$ cat src/logic/reg_bank_pkg.sv
// fixed 7-bit address and 8-bit data map; permission bits 7:6 are spare and read as zero
package reg_bank_pkg;

    // ========================================
    // widths and types
    // ========================================
    localparam int REG_AW    = 7;
    localparam int REG_DW    = 8;
    localparam int REG_CRC_W = 8;
    localparam int NUM_REGS  = 8;

    typedef logic [REG_AW-1:0]    reg_addr_t;
    typedef logic [REG_DW-1:0]    reg_data_t;
    typedef logic [REG_CRC_W-1:0] reg_crc_t;
    // mode bits 7..1, bit 0 lives on the hard reset
    typedef logic [REG_DW-2:0]    mode_hi_t;

    // ========================================
    // address map
    // ========================================
    localparam reg_addr_t ADDR_DEVICE_ID = 7'h00;
    localparam reg_addr_t ADDR_MODE      = 7'h01;
    localparam reg_addr_t ADDR_CONFIG1   = 7'h02;
    localparam reg_addr_t ADDR_CONFIG2   = 7'h03;
    localparam reg_addr_t ADDR_STATUS1   = 7'h08;
    localparam reg_addr_t ADDR_MASK1     = 7'h09;
    localparam reg_addr_t ADDR_STATUS2   = 7'h0A;
    localparam reg_addr_t ADDR_MASK2     = 7'h0B;

    // defaults
    localparam logic [3:0] HV_DEVICE_ID = 4'h5;
    localparam logic [3:0] LV_DEVICE_ID = 4'hA;
    localparam reg_data_t  DEVICE_ID    = {HV_DEVICE_ID, LV_DEVICE_ID};
    localparam mode_hi_t   DEF_MODE_HI  = 7'h04;
    localparam reg_data_t  DEF_CONFIG1  = 8'h2B;
    localparam reg_data_t  DEF_CONFIG2  = 8'hFF;
    localparam reg_data_t  DEF_MASK     = 8'h00;

    // ========================================
    // access permissions
    // ========================================
    typedef logic [7:0] reg_perm_t;

    localparam reg_perm_t F_TEST_RD = 8'h01;
    localparam reg_perm_t F_TEST_WR = 8'h02;
    localparam reg_perm_t F_CFG_RD  = 8'h04;
    localparam reg_perm_t F_CFG_WR  = 8'h08;
    localparam reg_perm_t F_SPI_RD  = 8'h10;
    localparam reg_perm_t F_SPI_WR  = 8'h20;

    // every register reads in test and spi mode only
    localparam reg_perm_t F_RD_STD  = F_TEST_RD | F_SPI_RD;

    localparam reg_perm_t PERM_ID     = F_RD_STD;
    localparam reg_perm_t PERM_MODE   = F_RD_STD | F_TEST_WR | F_CFG_WR | F_SPI_WR;
    localparam reg_perm_t PERM_CONFIG = F_RD_STD | F_TEST_WR | F_CFG_WR;
    localparam reg_perm_t PERM_STATUS = F_RD_STD | F_CFG_WR | F_SPI_WR;
    localparam reg_perm_t PERM_MASK   = F_RD_STD | F_TEST_WR | F_CFG_WR;

    // ========================================
    // register indexing
    // ========================================
    typedef logic [NUM_REGS-1:0] reg_sel_t;

    localparam int SEL_ID      = 0;
    localparam int SEL_MODE    = 1;
    localparam int SEL_CONFIG1 = 2;
    localparam int SEL_CONFIG2 = 3;
    localparam int SEL_STATUS1 = 4;
    localparam int SEL_MASK1   = 5;
    localparam int SEL_STATUS2 = 6;
    localparam int SEL_MASK2   = 7;

    localparam reg_addr_t REG_ADDR_MAP [NUM_REGS] = '{
        SEL_ID:      ADDR_DEVICE_ID,
        SEL_MODE:    ADDR_MODE,
        SEL_CONFIG1: ADDR_CONFIG1,
        SEL_CONFIG2: ADDR_CONFIG2,
        SEL_STATUS1: ADDR_STATUS1,
        SEL_MASK1:   ADDR_MASK1,
        SEL_STATUS2: ADDR_STATUS2,
        SEL_MASK2:   ADDR_MASK2
    };

    localparam reg_perm_t REG_PERM_MAP [NUM_REGS] = '{
        SEL_ID:      PERM_ID,
        SEL_MODE:    PERM_MODE,
        SEL_CONFIG1: PERM_CONFIG,
        SEL_CONFIG2: PERM_CONFIG,
        SEL_STATUS1: PERM_STATUS,
        SEL_MASK1:   PERM_MASK,
        SEL_STATUS2: PERM_STATUS,
        SEL_MASK2:   PERM_MASK
    };

endpackage

$ cat src/logic/rw_reg.sv
// no address or permission check here, i_we must already be the granted write select
`timescale 1ns/1ps

module rw_reg #(
    parameter type   T_DATA      = reg_bank_pkg::reg_data_t,
    parameter T_DATA DEFAULT_VAL = '0,
    parameter int    CRC_W       = reg_bank_pkg::REG_CRC_W
) (
    input  logic             i_clk,
    input  logic             i_rst_n,
    input  logic             i_we,
    input  T_DATA            i_wdata,
    input  logic [CRC_W-1:0] i_wcrc,
    output T_DATA            o_data,
    output logic [CRC_W-1:0] o_crc
);

    T_DATA            data_q;
    logic [CRC_W-1:0] crc_q;

    // value and its crc shadow are written together
    always_ff @(posedge i_clk or negedge i_rst_n) begin
        if (!i_rst_n) begin
            data_q <= DEFAULT_VAL;
            crc_q  <= '0;
        end else if (i_we) begin
            data_q <= i_wdata;
            crc_q  <= i_wcrc;
        end
    end

    assign o_data = data_q;
    assign o_crc  = crc_q;

endmodule

$ cat src/logic/rwc_reg.sv
// sticky status bits; a same-cycle set beats a write-1-to-clear
`timescale 1ns/1ps

module rwc_reg (
    input  logic                    i_clk,
    input  logic                    i_rst_n,
    input  logic                    i_we,
    input  reg_bank_pkg::reg_data_t i_wdata,
    input  reg_bank_pkg::reg_data_t i_set,
    output reg_bank_pkg::reg_data_t o_data
);
    import reg_bank_pkg::*;

    reg_data_t status_q;
    reg_data_t clr_mask;
    reg_data_t status_d;

    // ========================================
    // next state
    // ========================================
    always_comb begin
        clr_mask = '0;
        if (i_we) begin
            clr_mask = i_wdata;
        end
        // set applied last so it wins over clear
        status_d = (status_q & ~clr_mask) | i_set;
    end

    always_ff @(posedge i_clk or negedge i_rst_n) begin
        if (!i_rst_n) begin
            status_q <= '0;
        end else begin
            status_q <= status_d;
        end
    end

    assign o_data = status_q;

endmodule

$ cat src/logic/reg_access_decode.sv
// purely combinational; addresses in the map must be unique for one-hot selects
`timescale 1ns/1ps

module reg_access_decode (
    input  logic                    i_ren,
    input  logic                    i_wen,
    input  reg_bank_pkg::reg_addr_t i_addr,
    input  logic                    i_test_en,
    input  logic                    i_cfg_en,
    input  logic                    i_spi_en,
    output reg_bank_pkg::reg_sel_t  o_wr_sel,
    output reg_bank_pkg::reg_sel_t  o_rd_sel
);
    import reg_bank_pkg::*;

    reg_perm_t rd_mask;
    reg_perm_t wr_mask;

    // permission flags opened by the active modes
    always_comb begin
        rd_mask = '0;
        wr_mask = '0;
        if (i_test_en) begin
            rd_mask = rd_mask | F_TEST_RD;
            wr_mask = wr_mask | F_TEST_WR;
        end
        if (i_cfg_en) begin
            rd_mask = rd_mask | F_CFG_RD;
            wr_mask = wr_mask | F_CFG_WR;
        end
        if (i_spi_en) begin
            rd_mask = rd_mask | F_SPI_RD;
            wr_mask = wr_mask | F_SPI_WR;
        end
    end

    // ========================================
    // address match and grant
    // ========================================
    always_comb begin
        o_wr_sel = '0;
        o_rd_sel = '0;
        for (int i = 0; i < NUM_REGS; i++) begin
            if (i_addr == REG_ADDR_MAP[i]) begin
                o_rd_sel[i] = i_ren && ((REG_PERM_MAP[i] & rd_mask) != '0);
                o_wr_sel[i] = i_wen && ((REG_PERM_MAP[i] & wr_mask) != '0);
            end
        end
    end

endmodule

$ cat src/logic/reg_read_return.sv
// one-cycle read latency; zero data and crc when nothing is selected, ack follows every i_ren
`timescale 1ns/1ps

module reg_read_return (
    input  logic                    i_clk,
    input  logic                    i_rst_n,
    input  logic                    i_ren,
    input  reg_bank_pkg::reg_sel_t  i_rd_sel,
    input  reg_bank_pkg::reg_data_t i_mode,
    input  reg_bank_pkg::reg_crc_t  i_mode_crc,
    input  reg_bank_pkg::reg_data_t i_config1,
    input  reg_bank_pkg::reg_crc_t  i_config1_crc,
    input  reg_bank_pkg::reg_data_t i_config2,
    input  reg_bank_pkg::reg_crc_t  i_config2_crc,
    input  reg_bank_pkg::reg_data_t i_status1,
    input  reg_bank_pkg::reg_data_t i_mask1,
    input  reg_bank_pkg::reg_crc_t  i_mask1_crc,
    input  reg_bank_pkg::reg_data_t i_status2,
    input  reg_bank_pkg::reg_data_t i_mask2,
    input  reg_bank_pkg::reg_crc_t  i_mask2_crc,
    output logic                    o_rack,
    output reg_bank_pkg::reg_data_t o_rdata,
    output reg_bank_pkg::reg_crc_t  o_rcrc
);
    import reg_bank_pkg::*;

    reg_data_t rdata_mux;
    reg_crc_t  rcrc_mux;

    // and-or mux over the one-hot select
    // device id and status carry no crc shadow
    always_comb begin
        rdata_mux = ({REG_DW{i_rd_sel[SEL_ID]}}      & DEVICE_ID)
                  | ({REG_DW{i_rd_sel[SEL_MODE]}}    & i_mode)
                  | ({REG_DW{i_rd_sel[SEL_CONFIG1]}} & i_config1)
                  | ({REG_DW{i_rd_sel[SEL_CONFIG2]}} & i_config2)
                  | ({REG_DW{i_rd_sel[SEL_STATUS1]}} & i_status1)
                  | ({REG_DW{i_rd_sel[SEL_MASK1]}}   & i_mask1)
                  | ({REG_DW{i_rd_sel[SEL_STATUS2]}} & i_status2)
                  | ({REG_DW{i_rd_sel[SEL_MASK2]}}   & i_mask2);
        rcrc_mux  = ({REG_CRC_W{i_rd_sel[SEL_MODE]}}    & i_mode_crc)
                  | ({REG_CRC_W{i_rd_sel[SEL_CONFIG1]}} & i_config1_crc)
                  | ({REG_CRC_W{i_rd_sel[SEL_CONFIG2]}} & i_config2_crc)
                  | ({REG_CRC_W{i_rd_sel[SEL_MASK1]}}   & i_mask1_crc)
                  | ({REG_CRC_W{i_rd_sel[SEL_MASK2]}}   & i_mask2_crc);
    end

    // ========================================
    // return stage
    // ========================================
    always_ff @(posedge i_clk or negedge i_rst_n) begin
        if (!i_rst_n) begin
            o_rack  <= 1'b0;
            o_rdata <= '0;
            o_rcrc  <= '0;
        end else begin
            o_rack  <= i_ren;
            o_rdata <= rdata_mux;
            o_rcrc  <= rcrc_mux;
        end
    end

endmodule

$ cat src/logic/rstn_merge.sv
// i_soft_rst must come straight from a flop, it drives the async clear
`timescale 1ns/1ps

module rstn_merge (
    input  logic i_clk,
    input  logic i_rst_n,
    input  logic i_soft_rst,
    output logic o_rst_n
);

    logic       arst_n;
    logic [1:0] sync_q;

    // either source asserts at once
    assign arst_n = i_rst_n & ~i_soft_rst;

    // release on the second edge after both clear
    always_ff @(posedge i_clk or negedge arst_n) begin
        if (!arst_n) begin
            sync_q <= 2'b00;
        end else begin
            sync_q <= {sync_q[0], 1'b1};
        end
    end

    assign o_rst_n = sync_q[1];

endmodule

$ cat src/logic/reg_bank_top.sv
// read data lags i_ren by one cycle, no back-pressure; mode bit 0 holds all other registers in reset
`timescale 1ns/1ps

module reg_bank_top (
    input  logic                   i_clk,
    input  logic                   i_rst_n,
    input  logic                   i_ren,
    input  logic                   i_wen,
    input  reg_bank_pkg::reg_addr_t i_addr,
    input  reg_bank_pkg::reg_data_t i_wdata,
    input  reg_bank_pkg::reg_crc_t  i_wcrc,
    input  logic                   i_test_en,
    input  logic                   i_cfg_en,
    input  logic                   i_spi_en,
    input  reg_bank_pkg::reg_data_t i_int_status1,
    input  reg_bank_pkg::reg_data_t i_int_status2,
    output logic                   o_wack,
    output logic                   o_rack,
    output reg_bank_pkg::reg_data_t o_rdata,
    output reg_bank_pkg::reg_crc_t  o_rcrc,
    output reg_bank_pkg::reg_data_t o_reg_mode,
    output reg_bank_pkg::reg_data_t o_reg_config1,
    output reg_bank_pkg::reg_data_t o_reg_config2,
    output reg_bank_pkg::reg_data_t o_reg_status1,
    output reg_bank_pkg::reg_data_t o_reg_mask1,
    output reg_bank_pkg::reg_data_t o_reg_status2,
    output reg_bank_pkg::reg_data_t o_reg_mask2,
    output logic                   o_rst_n
);
    import reg_bank_pkg::*;

    // ========================================
    // internal wires
    // ========================================
    logic                 rst_n;
    reg_sel_t             wr_sel;
    reg_sel_t             rd_sel;
    mode_hi_t             mode_hi;
    logic [REG_CRC_W-2:0] mode_hi_crc;
    logic                 mode_lo;
    logic                 mode_lo_crc;
    reg_crc_t             config1_crc;
    reg_crc_t             config2_crc;
    reg_crc_t             mask1_crc;
    reg_crc_t             mask2_crc;

    assign o_wack     = i_wen;
    assign o_reg_mode = {mode_hi, mode_lo};
    assign o_rst_n    = rst_n;

    reg_access_decode u_reg_access_decode (
        .i_ren     (i_ren),
        .i_wen     (i_wen),
        .i_addr    (i_addr),
        .i_test_en (i_test_en),
        .i_cfg_en  (i_cfg_en),
        .i_spi_en  (i_spi_en),
        .o_wr_sel  (wr_sel),
        .o_rd_sel  (rd_sel)
    );

    // ========================================
    // registers
    // ========================================
    rw_reg #(.T_DATA(mode_hi_t), .DEFAULT_VAL(DEF_MODE_HI), .CRC_W(REG_CRC_W-1)) u_mode_hi (
        .i_clk   (i_clk),
        .i_rst_n (rst_n),
        .i_we    (wr_sel[SEL_MODE]),
        .i_wdata (i_wdata[REG_DW-1:1]),
        .i_wcrc  (i_wcrc[REG_CRC_W-1:1]),
        .o_data  (mode_hi),
        .o_crc   (mode_hi_crc)
    );

    // soft-reset request bit, must survive its own reset
    rw_reg #(.T_DATA(logic), .DEFAULT_VAL(1'b0), .CRC_W(1)) u_mode_lo (
        .i_clk   (i_clk),
        .i_rst_n (i_rst_n),
        .i_we    (wr_sel[SEL_MODE]),
        .i_wdata (i_wdata[0]),
        .i_wcrc  (i_wcrc[0]),
        .o_data  (mode_lo),
        .o_crc   (mode_lo_crc)
    );

    rw_reg #(.T_DATA(reg_data_t), .DEFAULT_VAL(DEF_CONFIG1), .CRC_W(REG_CRC_W)) u_config1 (
        .i_clk   (i_clk),
        .i_rst_n (rst_n),
        .i_we    (wr_sel[SEL_CONFIG1]),
        .i_wdata (i_wdata),
        .i_wcrc  (i_wcrc),
        .o_data  (o_reg_config1),
        .o_crc   (config1_crc)
    );

    rw_reg #(.T_DATA(reg_data_t), .DEFAULT_VAL(DEF_CONFIG2), .CRC_W(REG_CRC_W)) u_config2 (
        .i_clk   (i_clk),
        .i_rst_n (rst_n),
        .i_we    (wr_sel[SEL_CONFIG2]),
        .i_wdata (i_wdata),
        .i_wcrc  (i_wcrc),
        .o_data  (o_reg_config2),
        .o_crc   (config2_crc)
    );

    rw_reg #(.T_DATA(reg_data_t), .DEFAULT_VAL(DEF_MASK), .CRC_W(REG_CRC_W)) u_mask1 (
        .i_clk   (i_clk),
        .i_rst_n (rst_n),
        .i_we    (wr_sel[SEL_MASK1]),
        .i_wdata (i_wdata),
        .i_wcrc  (i_wcrc),
        .o_data  (o_reg_mask1),
        .o_crc   (mask1_crc)
    );

    rw_reg #(.T_DATA(reg_data_t), .DEFAULT_VAL(DEF_MASK), .CRC_W(REG_CRC_W)) u_mask2 (
        .i_clk   (i_clk),
        .i_rst_n (rst_n),
        .i_we    (wr_sel[SEL_MASK2]),
        .i_wdata (i_wdata),
        .i_wcrc  (i_wcrc),
        .o_data  (o_reg_mask2),
        .o_crc   (mask2_crc)
    );

    rwc_reg u_status1 (
        .i_clk   (i_clk),
        .i_rst_n (rst_n),
        .i_we    (wr_sel[SEL_STATUS1]),
        .i_wdata (i_wdata),
        .i_set   (i_int_status1),
        .o_data  (o_reg_status1)
    );

    rwc_reg u_status2 (
        .i_clk   (i_clk),
        .i_rst_n (rst_n),
        .i_we    (wr_sel[SEL_STATUS2]),
        .i_wdata (i_wdata),
        .i_set   (i_int_status2),
        .o_data  (o_reg_status2)
    );

    // ========================================
    // read return and reset merge
    // ========================================
    reg_read_return u_reg_read_return (
        .i_clk         (i_clk),
        .i_rst_n       (i_rst_n),
        .i_ren         (i_ren),
        .i_rd_sel      (rd_sel),
        .i_mode        (o_reg_mode),
        .i_mode_crc    ({mode_hi_crc, mode_lo_crc}),
        .i_config1     (o_reg_config1),
        .i_config1_crc (config1_crc),
        .i_config2     (o_reg_config2),
        .i_config2_crc (config2_crc),
        .i_status1     (o_reg_status1),
        .i_mask1       (o_reg_mask1),
        .i_mask1_crc   (mask1_crc),
        .i_status2     (o_reg_status2),
        .i_mask2       (o_reg_mask2),
        .i_mask2_crc   (mask2_crc),
        .o_rack        (o_rack),
        .o_rdata       (o_rdata),
        .o_rcrc        (o_rcrc)
    );

    rstn_merge u_rstn_merge (
        .i_clk      (i_clk),
        .i_rst_n    (i_rst_n),
        .i_soft_rst (mode_lo),
        .o_rst_n    (rst_n)
    );

endmodule

$ cat config.mk
export PLATFORM = sky130hd
export DESIGN_NAME = reg_bank_top
export DESIGN_NICKNAME = d
export VERILOG_FILES = /design/src/logic/reg_bank_pkg.sv /design/src/logic/rw_reg.sv /design/src/logic/rwc_reg.sv /design/src/logic/reg_access_decode.sv /design/src/logic/reg_read_return.sv /design/src/logic/rstn_merge.sv /design/src/logic/reg_bank_top.sv
export SDC_FILE = /design/constraint.sdc
export NUM_CORES = 1
export LEC_CHECK = 0
export BUFFER_PORTS_ARGS = -buffer_cell sky130_fd_sc_hd__buf_2
export CAP_MARGIN = 0
export CORE_MARGIN = 2
export CORE_UTILIZATION = 54
export CTS_CLUSTER_DIAMETER = 80
export DETAILED_ROUTE_END_ITERATION = 8
export HOLD_SLACK_MARGIN = 0.05
export PLACE_DENSITY = 0.81
export SYNTH_ARGS = -nofsm -noshare
export SYNTH_HDL_FRONTEND = slang
export SYNTH_SLANG_ARGS = --single-unit
export TNS_END_PERCENT = 1
$ cat constraint.sdc
create_clock -name i_clk -period 3.8 [get_ports i_clk]
set_input_delay 0.38 -clock i_clk [delete_from_list [all_inputs] [get_ports i_clk]]
set_output_delay 0.38 -clock i_clk [all_outputs]
set_load 0.05 [all_outputs]
Yosys cells after proc, flatten, opt, wreduce, memory -nomap -nowiden
Cells that the tools add are included.
{"block": "word_totals", "reg_bits": 115, "latchBits": 0, "ramBits": 0, "romBits": 0, "inputBits": 46, "output_inout_bits": 75, "word_cells": 94, "mem_count": 0}
{"block": "classes", "addsub": 0, "n_mul": 0, "div": 0, "magnitude_cmp": 0, "eq_ne": 7, "shift": 0, "mux": 23, "n_bitwise": 31, "n_reduce_logical": 15}
{"op": "8-bit bitwise AND", "n": 14}
{"op": "8-bit bitwise OR", "n": 12}
{"op": "8-bit nonzero test", "n": 7}
{"op": "7-bit by 4-bit == test with 1-bit output, second input constant", "n": 4}
{"op": "1-bit 2-to-1 mux", "n": 16}
{"op": "8-bit 2-to-1 mux", "n": 2}
{"op": "8-bit NOT", "n": 2}
{"op": "7-bit by 2-bit == test with 1-bit output, second input constant", "n": 2}
{"op": "7-bit by 8-bit bitwise OR with 8-bit output", "n": 1}
{"op": "7-bit by 1-bit == test with 1-bit output, second input constant", "n": 1}
{"op": "1-bit logical AND", "n": 7}
{"op": "7-bit logical NOT", "n": 1}
{"op": "6-bit 2-to-1 mux", "n": 1}
{"op": "5-bit 2-to-1 mux", "n": 1}
{"op": "4-bit 2-to-1 mux", "n": 1}
{"op": "3-bit 2-to-1 mux", "n": 1}
{"op": "2-bit 2-to-1 mux", "n": 1}
{"op": "1-bit bitwise AND", "n": 1}
{"op": "1-bit NOT", "n": 1}

Logic depth before layout (Yosys ltp)
Gate-level depths: netlist of run 1.
{"block": "depth", "ltp_word": 14, "depth_mapped": 7}

Cells and area by module
From an unflattened synthesis of run 1, not the netlist that was laid out.
{"block": "unflattened", "cells_unflattened": 346, "area_unflattened_um2": 5061.1}
{"module": "rw_reg (u_mask1 ...)", "instances": 2, "cells_per_inst": 34, "area_each_um2": 649.4, "seq_area_each_um2": 400.4}
{"module": "reg_read_return", "instances": 1, "cells_per_inst": 87, "area_each_um2": 959.7, "seq_area_each_um2": 425.4}
{"module": "rw_reg (u_config2)", "instances": 1, "cells_per_inst": 34, "area_each_um2": 659.4, "seq_area_each_um2": 410.4}
{"module": "rw_reg (u_config1)", "instances": 1, "cells_per_inst": 34, "area_each_um2": 654.4, "seq_area_each_um2": 405.4}
{"module": "rwc_reg", "instances": 2, "cells_per_inst": 25, "area_each_um2": 297.8, "seq_area_each_um2": 200.2}
{"module": "rw_reg (u_mode_hi)", "instances": 1, "cells_per_inst": 29, "area_each_um2": 520.5, "seq_area_each_um2": 351.6}
{"module": "reg_access_decode", "instances": 1, "cells_per_inst": 34, "area_each_um2": 217.7, "seq_area_each_um2": 0.0}
{"module": "rw_reg (u_mode_lo)", "instances": 1, "cells_per_inst": 4, "area_each_um2": 72.6, "seq_area_each_um2": 50.0}
{"module": "rstn_merge", "instances": 1, "cells_per_inst": 4, "area_each_um2": 67.6, "seq_area_each_um2": 50.0}
{"module": "reg_bank_top", "instances": 1, "cells_per_inst": 2, "area_each_um2": 15.0, "seq_area_each_um2": 0.0}

Least setup slack after synthesis of run 1
Ideal clock, no wire load.
{"block": "synth_timing", "path_kind": "reg-to-output", "startpoint": "register u_rstn_merge.sync_q[1]", "endpoint": "output port o_rst_n", "arrival_ns": 2.602, "required_time_ns": 3.420, "path_slack_ns": 0.818, "path_stages_with_launch": 1, "cell_sequence": "dfrtp_1"}
{"element": "start: declaration", "line": "rstn_merge.sv:12", "text": "logic [1:0] sync_q;"}
{"element": "start signal: assignment", "line": "rstn_merge.sv:22", "text": "sync_q <= {sync_q[0], 1'b1};"}
{"element": "end: declaration", "line": "reg_bank_top.sv:28", "text": "output logic o_rst_n"}
No word-level cell between the ends.

Worst setup path in the final report of run 1
{"block": "layout_timing", "startpoint": "input port i_addr[0]", "endpoint": "register u_mode_hi.data_q (netlist bit u_mode_hi.o_data[4])"}
{"block": "layout_via", "elab_chain_cells": 2}
{"element": "start: declaration", "line": "reg_bank_top.sv:9", "text": "input reg_bank_pkg::reg_addr_t i_addr,"}
{"element": "7-bit by 1-bit == test with 1-bit output", "line": "reg_access_decode.sv:44", "text": "if (i_addr == REG_ADDR_MAP[i]) begin"}
{"element": "1-bit 2-to-1 mux", "line": "reg_access_decode.sv:44"}
{"element": "end signal: assignment", "line": "rw_reg.sv:27", "text": "data_q <= i_wdata;"}
{"element": "end: declaration", "line": "rw_reg.sv:18", "text": "T_DATA data_q;"}
Every way passes these cells.
A chain may end at the register's enable or synchronous reset.

==> impl_metrics.py, run 1 <==
metrics = {
    "power_and_ir_drop": {
        "sequentialPowerShare_pct": 40.5,
        "combPwrFrac_pct": 11.5,
        "power.share.clock_pct": 48.0,
        "switching_share_pct": 25.1,
        "switching_power_uw": 836,
        "p_leak_nw": 3.22,
        "peakVddDrop_uv": 335,
        "intPower_mw": 2.50,
        "p_total_mw": 3.33,
        "powerDensity_nw_per_um2": 510,
    },
    "synth": {
        "postSynthCellCount": 370,
        "dominant_register_cell_in_the_synthesized_netlist": "dfrtp_1",
        "ys_seq_elements": 115,
        "synth.avg_cell_area_um2": 13.7,
        "synth_area_leader_cell": "dfrtp_1",
        "synth_edf_count": 0,
        "seq_area_frac_synth_pct": 56.9,
        "synth_async_sr_flop_share_pct": 100,
        "synth.yosys.warnings": 0,
        "synth_largest_type_area_fraction_pct": 50.2,
        "netlist-cell-type-count": 44,
        "synth_top_cells_by_area": "dfrtp_1, mux2_2, dfstp_2",
        "postSynthNetCount": 416,
        "syn_area_um2": 5080,
    },
    "cells_and_area": {
        "stdcell_count": 637,
        "seqCellArea_um2": 2900,
        "multiInputGateArea_um2": 2060,
        "area_growth_from_synthesis_to_layout_pct": 28.6,
        "layout_commonest_cell": "buf_2",
        "finish.net_count": 559,
        "fill_cells": 594,
        "layout-drive-gt1-share_pct": 51.5,
        "finalInstanceArea_um2": 6540,
        "mostFrequentLayoutCells": "buf_2, dfrtp_1, mux2_2",
        "num_antenna_cells": 0,
    },
    "timing": {
        "unrepaired_setup_endpoints_after_global_routing": "false",
        "clock.fmax_mhz": 442,
        "slew_viol_final": 0,
        "finalSetupViolations": 0,
        "post-route-period-util_pct": 59.5,
        "fin_skew_ns": 0.00912,
        "worst_pin_slew_ns": 0.932,
        "final.min_clock_period_ns": 2.26,
        "hold_viol_final": 0,
        "final.setup.tns_ns": 0,
        "max-slew-margin-rel_pct": 37.7,
    },
    "min_path": {
        "hold_end": "u_config1.o_crc[4]",
        "hold_path_startpoint": "i_wcrc[4]",
        "worstHoldPathType": "primary input to register",
        "min_delay_path_depth": 2,
    },
    "cts": {
        "cts-htree-levels": 4,
        "cts_made_buffers": 17,
        "tritoncts": "yes",
        "clock_latency_ns": 0.53,
        "clockBufferDepth": 2,
        "resized_cells_post_cts": 0,
        "cts_root_buffer": "clkbuf_8",
        "clk_pin_slew_worst_paths_ns": 0.06,
        "clock-sinks": 115,
    },
    "critical_path": {
        "timing.critical_path.from_type": "primary input",
        "worst_r2r_endpoint": "u_mask1.o_data[0]",
        "endpoint_kind": "register",
        "path_cells": "buf_2, nor4b_4, nand2_2, nor3_4, mux2_2",
        "crit_path_from": "i_addr[0]",
        "crit_arrival_ns": 2.66,
        "reg2reg_slack_ns": 2.38,
        "stage_delay_of_the_slowest_cell_on_the_critical_path_ns": 0.77,
        "crit-reg2reg-launch": "u_rstn_merge.sync_q[1]",
        "crit_required_ns": 4.20,
        "r2r_cells": 1,
        "path_class": "primary input to register",
        "critPathMaxFanout": 28,
        "cpMaxStageDelayCell": "nor3_4",
    },
    "status": {
        "status": "finished, final reports clean",
    },
    "global_routing": {
        "grt_pass1_wl_um": 20300,
        "grt_usage_pct": 26.8,
        "largest_net_degree_at_the_start_of_global_routing": 57,
        "overflow": 0,
        "grt_pass1_vias": 4022,
        "initial_antenna_violation_count": 0,
    },
    "detailed_routing": {
        "detail_route.iter0.violations": 146,
        "vias_per_cell": 5.87,
        "drc": 0,
        "vias": 3737,
        "postRouteWirelength_um": 13000,
        "number_of_routed_nets_with_antenna_violations": 0,
        "drt-pass1-iter-count": 4,
        "drt-wirelength-per-cell_um": 20.5,
    },
    "floorplanning": {
        "core_region_area_um2": 9200,
        "initial_core_util_pct": 55.3,
        "io_pins": 121,
        "placementRows": 35,
        "die_h_um": 101,
        "design.die.area_um2": 10200,
        "dieWidth_um": 101,
    },
    "placed_design": {
        "hpwl_um": 8170,
        "place_area_um2": 5760,
        "port-buffer-count": 120,
        "gpl.final_weighted_congestion": 0.820,
        "dp_cells": 587,
    },
    "flow_run": {
        "max_cap_viol_count": 0,
    },
}
-- critical path, delay by kind of cell --
family        cells  cell delay, ns
buf+inv           1            0.49
mux               1            0.42
simple gates      3            1.35
-- cell type report --
cell class / count / share of cell area, %
well taps: 111 / 2.12
flip-flops and latches: 115 / 44.3
inverters: 3 / 0.172
repair buffers: 144 / 12.6
clock inverters: 10 / 1.97
clock buffers: 22 / 7.23
multi-input cells: 232 / 31.6
-- repair_timing --
item | in CTS | in global routing
buffers inserted | 0 | 0
hold buffers | 18 | 0
endpoints found under the hold margin | 36 | 0
-- state kept, by name, indices dropped and copies added (netlist names), 2 cells and up --
name	cells
u_mask2.o_data	8
u_config2.o_data	8
u_mode_hi.o_crc	7
u_config2.o_crc	8
u_reg_read_return.o_rcrc	8
u_mode_hi.o_data	7
u_mask1.o_data	8
u_reg_read_return.o_rdata	8
u_config1.o_data	8
u_rstn_merge.sync_q	2
u_status1.o_data	8
u_status2.o_data	8
u_mask1.o_crc	8
u_mask2.o_crc	8
u_config1.o_crc	8
-- cell families (layout without fill, tap and decap cells) --
family / count (synthesis) / after routing / share of synthesized area (%)
flip-flops: 115 / 115 / 56.9
buffers and inverters: 23 / 179 / 2.51
multiplexers: 109 / 109 / 25.4
other: 1 / 1 / 0.0737
AND/OR/NAND/NOR: 65 / 65 / 7.31
AO/OA/AOI/OAI: 57 / 57 / 7.75
-- metrics by stage --
stage | setup slack (ns) | hold WS (ns) | utilization [%]
after global routing | 1.45 | 0.163 | 71.1
after detailed placement | 1.08 | 0.246 | 62.6
after CTS | 1.61 | 0.140 | 71.1
after floorplan | 0.538 | 0.0844 | -
after global placement | 1.19 | 0.238 | 62.6
final | 1.54 | 0.145 | 71.1
-- Yosys cell counts (7+ instances only) --
| master | count |
|---|---|
| a21oi_1 | 11 |
| mux2_2 | 82 |
| nand3_1 | 7 |
| a21o_1 | 16 |
| dfstp_2 | 13 |
| nor2_1 | 14 |
| dfrtp_1 | 102 |
| mux4_2 | 8 |
| buf_2 | 9 |
| mux2i_1 | 19 |
| o21ai_0 | 7 |
| nand2_1 | 22 |
-- power groups by stage --
stage          clock network [mW]  registers, mW  logic, mW
6_report                     1.60           1.35      0.384
5_1_grt                      1.67           1.36      0.407
4_1_cts                      1.61           1.35      0.385
3_5_place_dp                    0           1.37      0.367
3_3_place_gp                    0           1.36      0.357
2_1_floorplan                   0           1.48      0.137
-- metal layers --
layer,vias to the layer above,track usage (%),wire [µm]
met4,0,11.6,332
li1,1643,-,-
met1,1913,33.2,5240
met5,-,0,0
met3,28,6.38,770
met2,153,44.8,6710
-- how the worst max path moves through the flow --
stage	end	slack (ns)	depth (start not counted)
2_1_floorplan	u_config1.o_crc[0]	0.54	0
3_3_place_gp	u_mode_hi.o_data[3]	1.19	5
3_5_place_dp	u_mode_hi.o_data[4]	1.08	5
4_1_cts	u_mode_hi.o_data[6]	1.61	5
5_1_grt	u_mode_hi.o_data[6]	1.45	5
6_report	u_mode_hi.o_data[4]	1.54	5
(Power assumes the default switching activity.)
==> inputs of run 2 (changes only) <==
ABC_AREA = 1   (was not set)
CORE_UTILIZATION = 49   (was 54)
PLACE_DENSITY = 0.77   (was 0.81)
clock period = 1.85 ns   (was 3.8 ns; I/O delays follow)
==> run 2 against run 1 <==
Clock skew down 0.0026 ns; final cell count up 44%; synthesized cell count up 70%; via count up 34%; total power up 100%; setup slack worse by 1.1 ns; wire length up 22%; first-iteration DRC count rose to 3.4 times the previous value; highest routed layer unchanged; cell area up 7.1%; flip-flop and latch count unchanged; non-clock buffer count up 4; global-route usage down 0.32 points; critical path type unchanged.
==> impl_metrics.py, run 2 <==
metrics = {
    "global_routing": {
        "grt_usage_pct": 26.4,
        "grt_pass1_wl_um": 25600,
        "overflow": 0,
        "largest_net_degree_at_the_start_of_global_routing": 95,
        "initial_antenna_violation_count": 0,
        "grt_pass1_vias": 4876,
    },
    "synth": {
        "synth_async_sr_flop_share_pct": 100,
        "synth.most_common_cell": "nand2_1",
        "ys_seq_elements": 115,
        "synth_commonest_cells": "nand2_1, dfrtp_1, inv_1, nand3_1, o21ai_1",
        "synth.yosys.warnings": 0,
        "postSynthCellCount": 628,
        "synth_area_leader_cell": "dfrtp_1",
        "dominant_register_cell_in_the_synthesized_netlist": "dfrtp_1",
        "postSynthNetCount": 674,
        "synth_largest_type_area_fraction_pct": 45.2,
        "netlist-cell-type-count": 27,
        "syn_area_um2": 5650,
        "synth.avg_cell_area_um2": 9.00,
        "seq_area_frac_synth_pct": 51.2,
        "synth_top_cells_by_area": "dfrtp_1, nand2_1, o21ai_2",
        "synth_edf_count": 0,
    },
    "critical_path": {
        "crit_path_from": "i_ren",
        "crit-reg2reg-launch": "u_config1.o_data[6]",
        "worst_r2r_endpoint": "u_reg_read_return.o_rdata[6]",
        "crit_arrival_ns": 1.81,
        "reg2reg_slack_ns": 0.92,
        "r2r_cells": 4,
        "crit_required_ns": 2.20,
        "setup.worst_path.end": "u_reg_read_return.o_rdata[6]",
        "path_class": "primary input to register",
        "timing.critical_path.from_type": "primary input",
        "critPathMaxFanout": 43,
        "endpoint_kind": "register",
    },
    "cts": {
        "clk_pin_slew_worst_paths_ns": 0.05,
        "cts_root_buffer": "clkbuf_16",
        "clock-sinks": 115,
        "tritoncts": "yes",
        "cts_made_buffers": 17,
        "post-cts-setup-buffer-count": 0,
        "clockBufferDepth": 2,
        "clock_latency_ns": 0.41,
        "cts-htree-levels": 4,
    },
    "timing": {
        "final.min_clock_period_ns": 1.46,
        "clock.fmax_mhz": 685,
        "slew_viol_final": 0,
        "final_critical_path_setup_slack_ns": 0.390,
        "final.setup.tns_ns": 0,
        "worst_pin_slew_ns": 0.530,
        "unrepaired_setup_endpoints_after_global_routing": "false",
        "finalSetupViolations": 0,
        "timing.hold.ws_ns": 0.103,
        "hold_viol_final": 0,
        "fin_skew_ns": 0.00652,
        "max-slew-margin-rel_pct": 64.6,
        "post-route-period-util_pct": 78.9,
    },
    "cells_and_area": {
        "utilization_of_the_core_after_routing_pct": 61.8,
        "layout-drive-gt1-share_pct": 33.5,
        "layout_commonest_cell": "nand2_1",
        "finish.net_count": 809,
        "area_growth_from_synthesis_to_layout_pct": 23.8,
        "fill_cells": 956,
        "num_antenna_cells": 0,
        "mostFrequentLayoutCells": "nand2_1, buf_2, dfrtp_1",
    },
    "floorplanning": {
        "io_pins": 121,
        "design.die.area_um2": 12400,
        "die_h_um": 111,
        "dieWidth_um": 111,
        "initial_core_util_pct": 49.9,
        "core_region_area_um2": 11300,
        "placementRows": 39,
    },
    "flow_run": {
        "max_cap_viol_count": 0,
    },
    "min_path": {
        "min_delay_path_depth": 3,
        "worstHoldPathType": "primary input to register",
    },
    "detailed_routing": {
        "drc": 0,
        "drt-pass1-iter-count": 5,
        "drt-wirelength-per-cell_um": 17.4,
        "vias": 5006,
        "postRouteWirelength_um": 16000,
        "detail_route.iter0.violations": 492,
        "vias_per_cell": 5.45,
        "number_of_routed_nets_with_antenna_violations": 0,
    },
    "placed_design": {
        "gpl.final_weighted_congestion": 0.872,
        "place_ws_ns": 0.259,
        "hpwl_um": 11000,
        "port-buffer-count": 120,
    },
    "power_and_ir_drop": {
        "p_total_mw": 6.65,
        "powerDensity_nw_per_um2": 950,
        "peakVddDrop_uv": 479,
        "p_leak_nw": 3.62,
    },
    "status": {
        "status": "finished, final reports clean",
    },
}
run 2: per-layer routing:
metal  global-route usage [%]  share of wire (%)  vias up
met2                     42.8                 50      196
li1                         -                  -     2296
met1                     34.6                 41     2480
met5                        0                  0        -
met4                     9.55                2.3        0
met3                     7.13                7.0       34
run 2: cell families after synthesis:
logic type             synth area share, %
AOI/OAI and AO/OA                     11.8
and+or+nand+nor                       27.2
DFF                                   51.2
buffers and inverters                 9.78
other                               0.0663
run 2: how the worst min path moves through the flow:
stage	slack [ns]	start	endpoint
after floorplan	-0.11	i_rst_n	u_mode_lo.o_crc
after global placement	0.19	i_rst_n	u_reg_read_return.o_rcrc[6]
after detailed placement	0.20	i_rst_n	u_reg_read_return.o_rcrc[0]
after CTS	0.09	i_wcrc[0]	u_mode_lo.o_crc
after global routing	0.13	i_wcrc[0]	u_config2.o_crc[0]
final	0.10	i_wcrc[0]	u_mode_lo.o_crc
run 2: metrics by stage:
stage / cells / area, µm²
after detailed placement: 869 / 6260
after global placement: 869 / 6260
final: 918 / 7000
after floorplan: 628 / 5650
after CTS: 918 / 7000
after global routing: 918 / 7000
run 2: where the power goes:
part           internal, mW  total, mW  switching [mW]
clock                  1.96       3.09            1.13
combinational         0.220      0.792           0.572
sequential             2.66       2.77           0.110
run 2: what timing repair did:
| item | in CTS | in global routing |
|---|---|---|
| resized for setup | 0 | 0 |
| hold buffers | 18 | 0 |
| hold endpoints to repair | 36 | 0 |
run 2: final cells by class:
type | instances | area, µm² | share of cell area, %
timing repair buffer | 148 | 893 | 12.8
tap | 143 | 179 | 2.56
clock buffer | 21 | 480 | 6.86
multi-input combinational | 413 | 2210 | 31.6
inverter | 68 | 256 | 3.66
sequential | 115 | 2900 | 41.4
clock inverter | 10 | 82.6 | 1.18
run 2: critical path, stage by stage:
cell,delay [ns]
dlygate4sd3_1,0.51
buf_2,0.11
inv_1,0.06
nor2_4,0.16
buf_12,0.23
nand4_1,0.27
nand2_1,0.14
nor2_1,0.07
nand2_1,0.06
==> inputs of run 3 (changes only) <==
clock period = 1.2 ns   (was 1.85 ns; I/O delays follow)
==> run 3 against run 2 <==
The flow now finishes with violations (setup timing); total power is 58% higher; critical path depth fell by 8; die area unchanged; combinational power increased by 83%; count of clock-buffer cells in the layout is 2 higher; cell area grew 10%; core utilization grew 6.4 points.
==> impl_metrics.py, run 3 (synthesis results as in run 2) <==
metrics = {
    "cts": {
        "tritoncts": "yes",
        "cts_made_buffers": 17,
        "cts_root_buffer": "clkbuf_16",
        "clock_latency_ns": 0.41,
        "cts-htree-levels": 4,
        "clk_pin_slew_worst_paths_ns": 0.05,
        "clock-sinks": 115,
        "clockBufferDepth": 2,
    },
    "floorplanning": {
        "core_region_area_um2": 11300,
        "initial_core_util_pct": 49.9,
        "io_pins": 121,
        "die_h_um": 111,
        "dieWidth_um": 111,
        "design.die.area_um2": 12400,
        "placementRows": 39,
    },
    "cells_and_area": {
        "finish.net_count": 853,
        "mostFrequentLayoutCells": "nand2_1, dfrtp_1, buf_2",
        "stdcell_count": 963,
        "num_antenna_cells": 0,
        "layout-drive-gt1-share_pct": 37.1,
        "layout_commonest_cell": "nand2_1",
        "area_growth_from_synthesis_to_layout_pct": 36.6,
        "utilization_of_the_core_after_routing_pct": 68.2,
    },
    "detailed_routing": {
        "drt-wirelength-per-cell_um": 17.5,
        "number_of_routed_nets_with_antenna_violations": 0,
        "vias_per_cell": 5.38,
        "vias": 5179,
        "detail_route.iter0.violations": 523,
        "drt-pass1-iter-count": 5,
        "drc": 0,
        "postRouteWirelength_um": 16900,
    },
    "timing": {
        "slew_viol_final": 0,
        "fin_skew_ns": 0.00609,
        "hold_viol_final": 0,
        "finalSetupViolations": 13,
        "final.min_clock_period_ns": 1.26,
        "clock.fmax_mhz": 793,
        "final_critical_path_setup_slack_ns": -0.0610,
        "worst_pin_slew_ns": 0.766,
        "post-route-period-util_pct": 105,
        "unrepaired_setup_endpoints_after_global_routing": "true",
        "max-slew-margin-rel_pct": 48.8,
        "timing.hold.ws_ns": 0.0606,
    },
    "global_routing": {
        "grt_usage_pct": 28.2,
        "largest_net_degree_at_the_start_of_global_routing": 95,
        "grt_pass1_vias": 5184,
        "overflow": 0,
        "initial_antenna_violation_count": 0,
        "grt_pass1_wl_um": 27300,
    },
    "power_and_ir_drop": {
        "peakVddDrop_uv": 1060,
        "p_leak_nw": 3.92,
        "powerDensity_nw_per_um2": 1360,
    },
    "critical_path": {
        "critPathMaxFanout": 3,
        "reg2reg_slack_ns": 0.12,
        "crit-reg2reg-launch": "u_config2.o_data[7]",
        "path_class": "register to output port",
        "crit_arrival_ns": 1.14,
        "crit_required_ns": 1.08,
        "endpoint_kind": "output port",
        "stage_delay_of_the_slowest_cell_on_the_critical_path_ns": 0.57,
        "path_cells": "buf_8",
        "critical_path.top_delay_family": "flip-flops",
        "cpMaxStageDelayCell": "dfstp_2",
        "crit_path_buffers_inverters": 1,
        "worst_r2r_endpoint": "u_reg_read_return.o_rdata[7]",
        "r2r_cells": 5,
        "timing.critical_path.from_type": "register",
    },
    "min_path": {
        "worstHoldPathType": "primary input to register",
        "min_delay_path_depth": 3,
        "hold_path_startpoint": "i_wcrc[7]",
        "hold_end": "u_mask1.o_crc[7]",
    },
    "placed_design": {
        "port-buffer-count": 120,
        "dp_cells": 903,
        "hpwl_um": 11600,
        "gpl.final_weighted_congestion": 0.859,
    },
    "flow_run": {
        "max_cap_viol_count": 0,
    },
    "status": {
        "failed_checks": "setup timing",
        "status": "finished, violations left",
    },
}
==> run 3: cell types whose count changed in the layout (fill, tap and decap cells not counted), sizes merged <==
| cell | previous run | this run |
|---|---|---|
| buf | 130 | 159 |
| clkbuf | 21 | 34 |
| clkinv | 7 | 5 |
| clkinvlp | 3 | 4 |
| dlygate4sd3 | 18 | 22 |
==> run 3: per-stage QoR <==
step                setup WS [ns]  area, µm²  power, mW  setup TNS, ns
finish                    -0.0610       7720       10.5         -0.636
global route              -0.0793       7720       10.8         -0.961
CTS                       -0.0661       7660       10.5         -0.731
detailed placement         -0.357       6630       5.57         -12.78
global placement           -0.277       6630       5.53          -9.45
floorplan                 -0.0472       5660       5.12        -0.0472
==> run 3: cell type report <==
cell class              count  area, µm²
multi-input cells         413       2220
repair buffers            192       1610
fillers                   851       3600
flip-flops and latches    115       2900
clock buffers              23        478
clock inverters             9       80.1
inverters                  68        256
well taps                 143        179
==> run 3: repair_timing <==
item	CTS	global route
hold buffers	22	0
hold endpoints to repair	46	0
gates resized for setup	70	24
buffers inserted	6	0
pin swaps	0	3
endpoints found under the setup margin	40	46
==> run 3: power by group <==
group	internal, mW	leakage (nW)	switching [mW]	total, mW
logic	0.531	2.20	0.916	1.45
clock network	2.99	0.265	1.77	4.76
registers	4.10	1.45	0.180	4.28
total	7.62	3.92	2.86	10.5
==> run 3: worst max path at each step <==
stage,to,slack [ns],start,depth (start not counted)
finish,o_reg_config1[1],-0.06,u_config1.o_data[1],1
global route,o_reg_config2[0],-0.08,u_config2.o_data[0],1
CTS,o_reg_config2[7],-0.07,u_config2.o_data[7],1
detailed placement,u_reg_read_return.o_rdata[0],-0.36,i_ren,7
global placement,u_reg_read_return.o_rcrc[4],-0.28,i_ren,7
floorplan,o_rst_n,-0.05,u_rstn_merge.sync_q[1],0
==> run 3: routing by layer <==
layer | routed length [µm] | track usage [%]
met1 | 6950 | 37.3
met2 | 8310 | 45.6
met3 | 1180 | 7.24
met4 | 424 | 10.0
met5 | 0 | 0
